===== config.mk =====
export PLATFORM = sky130hd
export DESIGN_NAME = lanzones
export DESIGN_NICKNAME = d
export VERILOG_FILES = /design/src/design/lanzonesPkg.sv /design/src/design/memReqIf.sv /design/src/design/coreSequencer.sv /design/src/design/instrDecoder.sv /design/src/design/lanzones.sv /design/src/design/memBusCtrl.sv /design/src/design/regFile.sv
export SDC_FILE = /design/constraint.sdc
export NUM_CORES = 2
export LEC_CHECK = 0
export BUFFER_PORTS_ARGS = -buffer_cell sky130_fd_sc_hd__buf_2
export CAP_MARGIN = 0
export CORE_ASPECT_RATIO = 1.1
export CORE_MARGIN = 1.5
export CORE_UTILIZATION = 35
export CTS_BUF_LIST = sky130_fd_sc_hd__clkbuf_16
export CTS_CLUSTER_DIAMETER = 100
export DETAILED_ROUTE_END_ITERATION = 7
export PLACE_DENSITY = 0.51
export RECOVER_POWER = 100
export SLEW_MARGIN = 20
export SYNTH_ARGS = -nofsm -noshare
export SYNTH_HDL_FRONTEND = slang
export SYNTH_HIERARCHICAL = 1
export SYNTH_SLANG_ARGS = --single-unit

===== constraint.sdc =====
create_clock -name clk -period 5.4 [get_ports clk]
set_input_delay 0.27 -clock clk [delete_from_list [all_inputs] [get_ports clk]]
set_output_delay 0.27 -clock clk [all_outputs]
set_load 0.02 [all_outputs]

===== src/design/lanzonesPkg.sv =====
package lanzonesPkg;

   localparam int xlen        = 32;
   localparam int regIdxWidth = 5;
   localparam int opcodeWidth = 7;

   typedef logic [xlen-1:0]        word_t;
   typedef logic [regIdxWidth-1:0] regIdx_t;

   // instruction field positions
   localparam int rdLsb  = 7;
   localparam int rs1Lsb = 15;
   localparam int rs2Lsb = 20;

   localparam logic [opcodeWidth-1:0] opcLui   = 7'b0110111;
   localparam logic [opcodeWidth-1:0] opcAdd   = 7'b0110011;
   localparam logic [opcodeWidth-1:0] opcStore = 7'b0100011;
   localparam logic [opcodeWidth-1:0] opcLoad  = 7'b0000011;
   localparam logic [opcodeWidth-1:0] opcHalt  = 7'b1111111;

   typedef enum logic [2:0] {
      opLui,
      opAdd,
      opStore,
      opLoad,
      opHalt,
      opOther  // anything unrecognised, treated as a no-op
   } opClass_t;

   typedef enum logic [1:0] {
      stIdle,  // halted
      stFetch,
      stExec,
      stMem
   } seqState_t;

endpackage


===== src/design/memReqIf.sv =====
`timescale 1ns/1ps

interface memReqIf;
   import lanzonesPkg::*;

   logic  req;    // one-cycle pulse from the core
   word_t addr;
   logic  write;
   word_t wdata;
   logic  done;   // one-cycle pulse back to the core
   word_t rdata;

   modport core (
      output req, addr, write, wdata,
      input  done, rdata
   );

   modport mem (
      input  req, addr, write, wdata,
      output done, rdata
   );

endinterface


===== src/design/coreSequencer.sv =====
`timescale 1ns/1ps

module coreSequencer (
   input  logic                  clk,
   input  logic                  rstn,
   input  logic                  LEn,
   output logic                  Halt,
   memReqIf.core                 bus,
   output lanzonesPkg::word_t    instr,
   input  lanzonesPkg::opClass_t opClass,
   input  lanzonesPkg::regIdx_t  rd,
   input  lanzonesPkg::regIdx_t  rs1,
   input  lanzonesPkg::regIdx_t  rs2,
   input  lanzonesPkg::word_t    imm,
   output lanzonesPkg::regIdx_t  rdIdxA,
   output lanzonesPkg::regIdx_t  rdIdxB,
   input  lanzonesPkg::word_t    rdDataA,
   input  lanzonesPkg::word_t    rdDataB,
   output logic                  wrEn,
   output lanzonesPkg::regIdx_t  wrIdx,
   output lanzonesPkg::word_t    wrData
);
   import lanzonesPkg::*;

   seqState_t state;
   word_t     pc;
   word_t     nextPc;
   word_t     sum;      // ADD result
   word_t     memAddr;  // load/store address
   logic      fetchNext;

   assign rdIdxA  = rs1;
   assign rdIdxB  = rs2;
   assign nextPc  = pc + 32'd1;
   assign sum     = rdDataA + rdDataB;
   assign memAddr = rdDataA + imm;

   // instruction finished without a data access, or data access answered
   assign fetchNext = ((state == stExec) && !(opClass inside {opStore, opLoad, opHalt}))
                      || ((state == stMem) && bus.done);

   assign wrIdx = rd;

   always_comb begin
      wrEn   = 1'b0;
      wrData = imm;
      case (state)
         stExec: begin
            wrEn   = (opClass == opLui) || (opClass == opAdd);
            wrData = (opClass == opAdd) ? sum : imm;
         end
         stMem: begin
            wrEn   = bus.done && (opClass == opLoad);  // load data lands in the done cycle
            wrData = bus.rdata;
         end
         default: begin
            wrEn = 1'b0;
         end
      endcase
   end

   always_ff @(posedge clk) begin
      if (!rstn) begin
         state     <= stIdle;
         Halt      <= 1'b1;
         pc        <= '0;
         bus.req   <= 1'b0;
         bus.addr  <= '0;
         bus.write <= 1'b0;
         bus.wdata <= '0;
      end else begin
         bus.req <= 1'b0;
         if (fetchNext) begin
            pc        <= nextPc;
            bus.req   <= 1'b1;
            bus.addr  <= nextPc;
            bus.write <= 1'b0;
            state     <= stFetch;
         end else begin
            case (state)
               stIdle: begin
                  if (LEn) begin  // restart from word 0
                     Halt      <= 1'b0;
                     pc        <= '0;
                     bus.req   <= 1'b1;
                     bus.addr  <= '0;
                     bus.write <= 1'b0;
                     state     <= stFetch;
                  end
               end
               stFetch: begin
                  if (bus.done) begin
                     state <= stExec;
                  end
               end
               stExec: begin
                  if (opClass == opHalt) begin
                     Halt  <= 1'b1;
                     state <= stIdle;
                  end else begin
                     // only SW and LW get here
                     bus.req   <= 1'b1;
                     bus.addr  <= memAddr;
                     bus.write <= (opClass == opStore);
                     bus.wdata <= rdDataB;
                     state     <= stMem;
                  end
               end
               default: begin
                  state <= stMem;  // waiting on data
               end
            endcase
         end
      end
   end

   always_ff @(posedge clk) begin
      if ((state == stFetch) && bus.done) begin
         instr <= bus.rdata;
      end
   end

   assert property (@(posedge clk) disable iff (!rstn) Halt |-> !bus.req);

endmodule


===== src/design/instrDecoder.sv =====
`timescale 1ns/1ps

module instrDecoder #(
   parameter int numRegs = 32
) (
   input  lanzonesPkg::word_t    instr,
   output lanzonesPkg::opClass_t opClass,
   output lanzonesPkg::regIdx_t  rd,
   output lanzonesPkg::regIdx_t  rs1,
   output lanzonesPkg::regIdx_t  rs2,
   output lanzonesPkg::word_t    imm
);
   import lanzonesPkg::*;

   logic [opcodeWidth-1:0] opcode;

   // registers that do not exist fold onto x0
   function automatic regIdx_t fieldIdx(input word_t w, input int lsb);
      regIdx_t idx;
      idx = w[lsb +: regIdxWidth];
      return (int'(idx) < numRegs) ? idx : '0;
   endfunction

   assign opcode = instr[opcodeWidth-1:0];

   assign rd  = fieldIdx(instr, rdLsb);
   assign rs1 = fieldIdx(instr, rs1Lsb);
   assign rs2 = fieldIdx(instr, rs2Lsb);

   always_comb begin
      case (opcode)
         opcLui:   opClass = opLui;
         opcAdd:   opClass = opAdd;
         opcStore: opClass = opStore;
         opcLoad:  opClass = opLoad;
         opcHalt:  opClass = opHalt;
         default:  opClass = opOther;
      endcase
   end

   always_comb begin
      case (opClass)
         opLui: begin
            imm = {instr[31:12], 12'b0};
         end
         opStore: begin
            imm = {{20{instr[31]}}, instr[31:25], instr[11:7]};  // S-type split field
         end
         opLoad: begin
            imm = {{20{instr[31]}}, instr[31:20]};
         end
         default: begin
            imm = '0;
         end
      endcase
   end

endmodule


===== src/design/lanzones.sv =====
`timescale 1ns/1ps

module lanzones #(
   parameter int numRegs = 32
) (
   input  logic               clk,
   input  logic               rstn,
   input  logic               RVld,
   input  lanzonesPkg::word_t RData,
   input  logic               LEn,
   output logic               RRdy,
   output lanzonesPkg::word_t RAddr,
   output logic               RWEn,
   output lanzonesPkg::word_t RWData,
   output logic               Halt
);
   import lanzonesPkg::*;

   memReqIf memBus ();

   word_t    instr;
   opClass_t opClass;
   regIdx_t  rd;
   regIdx_t  rs1;
   regIdx_t  rs2;
   word_t    imm;
   regIdx_t  rdIdxA;
   regIdx_t  rdIdxB;
   word_t    rdDataA;
   word_t    rdDataB;
   logic     wrEn;
   regIdx_t  wrIdx;
   word_t    wrData;

   memBusCtrl uBusCtrl (
      .clk    (clk),
      .rstn   (rstn),
      .bus    (memBus.mem),
      .RVld   (RVld),
      .RData  (RData),
      .RRdy   (RRdy),
      .RAddr  (RAddr),
      .RWEn   (RWEn),
      .RWData (RWData)
   );

   instrDecoder #(
      .numRegs (numRegs)
   ) uDecoder (
      .instr   (instr),
      .opClass (opClass),
      .rd      (rd),
      .rs1     (rs1),
      .rs2     (rs2),
      .imm     (imm)
   );

   regFile #(
      .numRegs (numRegs)
   ) uRegFile (
      .clk     (clk),
      .rstn    (rstn),
      .rdIdxA  (rdIdxA),
      .rdIdxB  (rdIdxB),
      .rdDataA (rdDataA),
      .rdDataB (rdDataB),
      .wrEn    (wrEn),
      .wrIdx   (wrIdx),
      .wrData  (wrData)
   );

   coreSequencer uSequencer (
      .clk     (clk),
      .rstn    (rstn),
      .LEn     (LEn),
      .Halt    (Halt),
      .bus     (memBus.core),
      .instr   (instr),
      .opClass (opClass),
      .rd      (rd),
      .rs1     (rs1),
      .rs2     (rs2),
      .imm     (imm),
      .rdIdxA  (rdIdxA),
      .rdIdxB  (rdIdxB),
      .rdDataA (rdDataA),
      .rdDataB (rdDataB),
      .wrEn    (wrEn),
      .wrIdx   (wrIdx),
      .wrData  (wrData)
   );

endmodule


===== src/design/memBusCtrl.sv =====
`timescale 1ns/1ps

module memBusCtrl (
   input  logic               clk,
   input  logic               rstn,
   memReqIf.mem               bus,
   input  logic               RVld,
   input  lanzonesPkg::word_t RData,
   output logic               RRdy,
   output lanzonesPkg::word_t RAddr,
   output logic               RWEn,
   output lanzonesPkg::word_t RWData
);

   logic respSeen;

   assign respSeen = RRdy && RVld;

   always_ff @(posedge clk) begin
      if (!rstn) begin
         RRdy     <= 1'b0;
         RAddr    <= '0;
         RWEn     <= 1'b0;
         RWData   <= '0;
         bus.done <= 1'b0;
      end else begin
         bus.done <= respSeen;
         if (bus.req) begin
            RRdy   <= 1'b1;
            RAddr  <= bus.addr;
            RWEn   <= bus.write;
            RWData <= bus.wdata;
         end else if (respSeen) begin
            RRdy <= 1'b0;  // low for at least the done cycle
            RWEn <= 1'b0;
         end
      end
   end

   always_ff @(posedge clk) begin
      if (respSeen) begin
         bus.rdata <= RData;
      end
   end

   // request held on the port until memory answers
   assert property (@(posedge clk) disable iff (!rstn)
      RRdy && !RVld |=> RRdy && $stable(RAddr) && $stable(RWData) && $stable(RWEn));

   // core never overlaps transactions
   assert property (@(posedge clk) disable iff (!rstn) bus.req |-> !RRdy);

endmodule


===== src/design/regFile.sv =====
`timescale 1ns/1ps

module regFile #(
   parameter int numRegs = 32
) (
   input  logic                 clk,
   input  logic                 rstn,
   input  lanzonesPkg::regIdx_t rdIdxA,
   input  lanzonesPkg::regIdx_t rdIdxB,
   output lanzonesPkg::word_t   rdDataA,
   output lanzonesPkg::word_t   rdDataB,
   input  logic                 wrEn,
   input  lanzonesPkg::regIdx_t wrIdx,
   input  lanzonesPkg::word_t   wrData
);
   import lanzonesPkg::*;

   word_t regs [numRegs];
   logic  wrOk;

   // x0 and absent entries are never written
   assign wrOk = wrEn && (wrIdx != '0) && (int'(wrIdx) < numRegs);

   assign rdDataA = (int'(rdIdxA) < numRegs) ? regs[rdIdxA] : '0;
   assign rdDataB = (int'(rdIdxB) < numRegs) ? regs[rdIdxB] : '0;

   always_ff @(posedge clk) begin
      if (!rstn) begin
         for (int i = 0; i < numRegs; i++) begin
            regs[i] <= '0;
         end
      end else if (wrOk) begin
         regs[wrIdx] <= wrData;
      end
   end

   // x0 reads zero on both ports
   assert property (@(posedge clk) disable iff (!rstn)
      (rdIdxA != '0 || rdDataA == '0) && (rdIdxB != '0 || rdDataB == '0));

endmodule


==> results.yml <==
run_status:
  status: "complete, but fails checks"
  violations: "capacitance limit, slew limit"
logic_synthesis:
  yosysTopAreaCell: "edfxtp_1"
  yosys_register_bits: 1256
  yosysSeqAreaShare_pct: 52.1
  synth_edf_count: 1088
  synth_top_cell_area_share_pct: 47.2
  ys_async_sr_fraction_pct: 0
  syn_inst: 6152
  netlist_area_mm2: 0.0692
  synthDistinctLibCells: 77
  ys_warn_count: 6
  synthFlopType: "edfxtp_1"
  avgSynthCellArea_um2: 11.2
  netlist_top_cells_area: "edfxtp_1 47%, mux2i_1 16%, and2_1 9.2%"
clock_tree:
  cts_buffers: 138
  clkLatencyLatePin_ps: 800
  cts_sinks: 1256
  cts_root_buf: "clkbuf_16"
  cts_max_level: 4
  path_clk_slew_ps: 70
  cts_tree: "built"
  cts_max_path_buffers: 3
route:
  drc_errors: 0
  postRouteWirelength_um: 241000
  routed_via_density: 5.58
  num_vias: 50100
  drtPass1Iterations: 5
  wire_per_inst_um: 26.9
  drt_iter0_drc: 4705
  ant_nets: 0
sta:
  tightest_slew_ps: 2810
  setup_violations: 0
  period_share_pct: 99.3
  fin_crit_ps: 5360
  slew_headroom_pct: -87.5
  drv_slew: 309
  hold_viol_final: 0
  rsz0062_at_grt: "false"
  fmax_ghz: 0.186
  finalClockSkew_ps: 22.9
power_and_ir_drop:
  leakage_uw: 0.0311
  irDropWorstVdd_mv: 0.357
  powerDensity_mw_per_mm2: 273
floorplanning:
  dieArea_mm2: 0.200
  rows: 170
  die_x_um: 427
  start_util_pct: 35.3
  io_pins: 103
  core_area_mm2: 0.196
  fp.dieH_um: 469
finish:
  fin_util_pct: 40.6
  instances_no_fill: 8971
  fin_nets: 6372
  final_area_mm2: 0.0794
  drive_gt1_share_pct: 11.5
  fillers: 18500
  area_growth_pct: 14.9
placement:
  port_buffers: 102
  gp_congestion: 0.900
  place.detailed.hpwl_um: 157000
  dp_cells: 8659
  place_area_mm2: 0.0746
setup_path:
  slowest_delay_ps: 630
  critical_path_depth: 19
  cp.required_ps: 5950
  worstSetupEndpointType: "register"
  reg2reg_depth: 19
  critPathMaxFanout: 32
  start_kind: "register"
  cpMaxStageDelayCell: "or4b_4"
  arrival_ps: 5910
  critPathTopFamily: "simple AND/OR/NAND/NOR gates"
  path_class: "reg2reg"
  crit_top_cell: "buf_4"
  path_cells: "clkbuf_4 -> nand2b_1 -> buf_4 -> buf_4 -> a21oi_1 -> a31oi_1 -> buf_4 -> nand3_1 -> ha_1 -> nand2_1 -> or4b_4 -> a211oi_2 -> buf_4 -> o21ai_2 -> a31oi_2 -> nor2_1 -> or4_1 -> buf_6 -> and2_0"
  path_buf_inv: 6
grt:
  grt_max_degree: 98
  grt_first_pass_wirelength_um: 342000
  antenna_found_initial: 2
  grtUsageTotal_pct: 23.2
  grt_pass1_vias: 49300
  grt_overflow: 0
worst_hold_path:
  hp-class: "in2reg"
  hold-path-cell-count: 2
flow_run:
  max-cap-violations: 11
area by class of cell:
class / count / area (µm²) / share of cell area, %
diodes: 5 / 12.5 / 0.0158
clock buffers: 144 / 3600 / 4.54
clock inverters: 111 / 965 / 1.21
inverters: 17 / 65.1 / 0.0819
multi-input cells: 4338 / 31000 / 39.0
flip-flops and latches: 1256 / 36000 / 45.4
well taps: 2580 / 3230 / 4.06
repair buffers: 520 / 4550 / 5.72
cells in the final DEF, fill, tap and decap left out, types with 66 or more instances in the layout:
cell type  instances
mux2i_1         1096
edfxtp_1        1088
and2_1           773
a21oi_1          355
nand2_1          343
and2_0           237
buf_4            226
nand3_1          220
a22oi_1          209
dfxtp_1          168
clkbuf_16        153
a22o_1           128
nor2_1           116
o21ai_0           90
nor3_1            87
clkbuf_1          83
nor2b_1           66
state kept, by name (all words and copies together), names as in the netlist, 2 cells and up:
signal,cells
uRegFile/regs,1024
uSequencer/bus.addr,32
uBusCtrl/RWData,32
uBusCtrl/bus.rdata,32
uSequencer/pc,32
uSequencer/instr,32
uBusCtrl/RAddr,32
uSequencer/bus.wdata,32
uSequencer/state,2
Yosys cell counts (4+ instances only):
library cell / count
xor2_1: 34
a31oi_1: 74
a22o_1: 128
o22ai_1: 49
clkbuf_1: 324
dfxtp_1: 168
nor2_2: 7
o31a_1: 4
and2_1: 1012
o21a_1: 12
o21ai_0: 109
nor3_1: 91
and4_1: 5
inv_1: 15
nand2_1: 343
buf_2: 90
ha_1: 63
a21oi_1: 375
xnor2_1: 44
a211oi_1: 11
clkbuf_2: 19
a21o_1: 63
o21bai_1: 9
or4_1: 7
nor4_1: 4
and3_1: 12
mux2i_1: 1096
a22oi_1: 209
nor2b_1: 70
nor2_1: 140
nand3_1: 225
or3_1: 7
nand3b_1: 10
edfxtp_1: 1088
or2_2: 5
nand4_1: 21
a221oi_1: 8
nor2_4: 5
nand2b_1: 8
buf_4: 97
o211ai_1: 5
buf_1: 39
logic make-up after synthesis:
logic type	Yosys count	synth area share, %
other	1	0.00542
AND/OR/NAND/NOR	1987	15.8
adder cells (fa/ha/maj)	65	1.20
buffers and inverters	589	3.96
flip-flops	1256	52.1
AO/OA/AOI/OAI	1080	10.1
multiplexers	1096	15.9
XOR/XNOR	78	0.988
routing by layer:
layer | share of wire [%] | track usage, % | wire length (µm)
met5 | 0 | 0 | 0
met4 | 3.0 | 7.02 | 7290
met3 | 6.2 | 3.49 | 15000
met2 | 48 | 38.9 | 115000
met1 | 43 | 30.7 | 104000
path summary, 6_finish.rpt:
path                                    startpoint                                     to  slack, ps
max                 uSequencer/instr[24]$_DFFE_PP_     uRegFile/regs[1][31]$_SDFFCE_PN0P_         40
min                                      RData[15]       uBusCtrl/bus.rdata[15]$_DFFE_PP_        190
max reg2reg         uSequencer/instr[24]$_DFFE_PP_     uRegFile/regs[1][31]$_SDFFCE_PN0P_         40
min reg2reg  uSequencer/bus.wdata[30]$_SDFFE_PN0P_  uSequencer/bus.wdata[30]$_SDFFE_PN0P_        460
where the power goes:
group,internal (µW),switching [µW],total (µW)
clock network,5610,4110,9720
logic,342,649,992
registers,10800,182,11000
repair_timing:
action,in CTS,in global routing
pin swaps,2,3
endpoints found under the setup margin,186,307
gates cloned,0,8
setup buffers,5,4
hold endpoints to repair,93,0
hold buffers,35,0
resized for setup,13,46
stage by stage:
stage	setup slack [ps]	setup TNS (ps)	total power [µW]	hold slack, ps
2_1_floorplan	328	0	11700	369
3_3_place_gp	-413	-40540	12200	447
3_5_place_dp	-488	-53680	12200	448
4_1_cts	2.69	0	21900	137
5_1_grt	0.782	0	22300	166
6_report	36.7	0	21700	193
worst register-to-register path, stage by stage, from the launching register on:
cell and delay [ps]:
edfxtp_1 420, clkbuf_4 160, nand2b_1 220, buf_4 370
buf_4 370, a21oi_1 90, a31oi_1 240, buf_4 170
nand3_1 210, ha_1 390, nand2_1 140, or4b_4 640
a211oi_2 240, buf_4 160, o21ai_2 90, a31oi_2 200
nor2_1 50, or4_1 560, buf_6 210, and2_0 180
(Power assumes the default switching activity.)
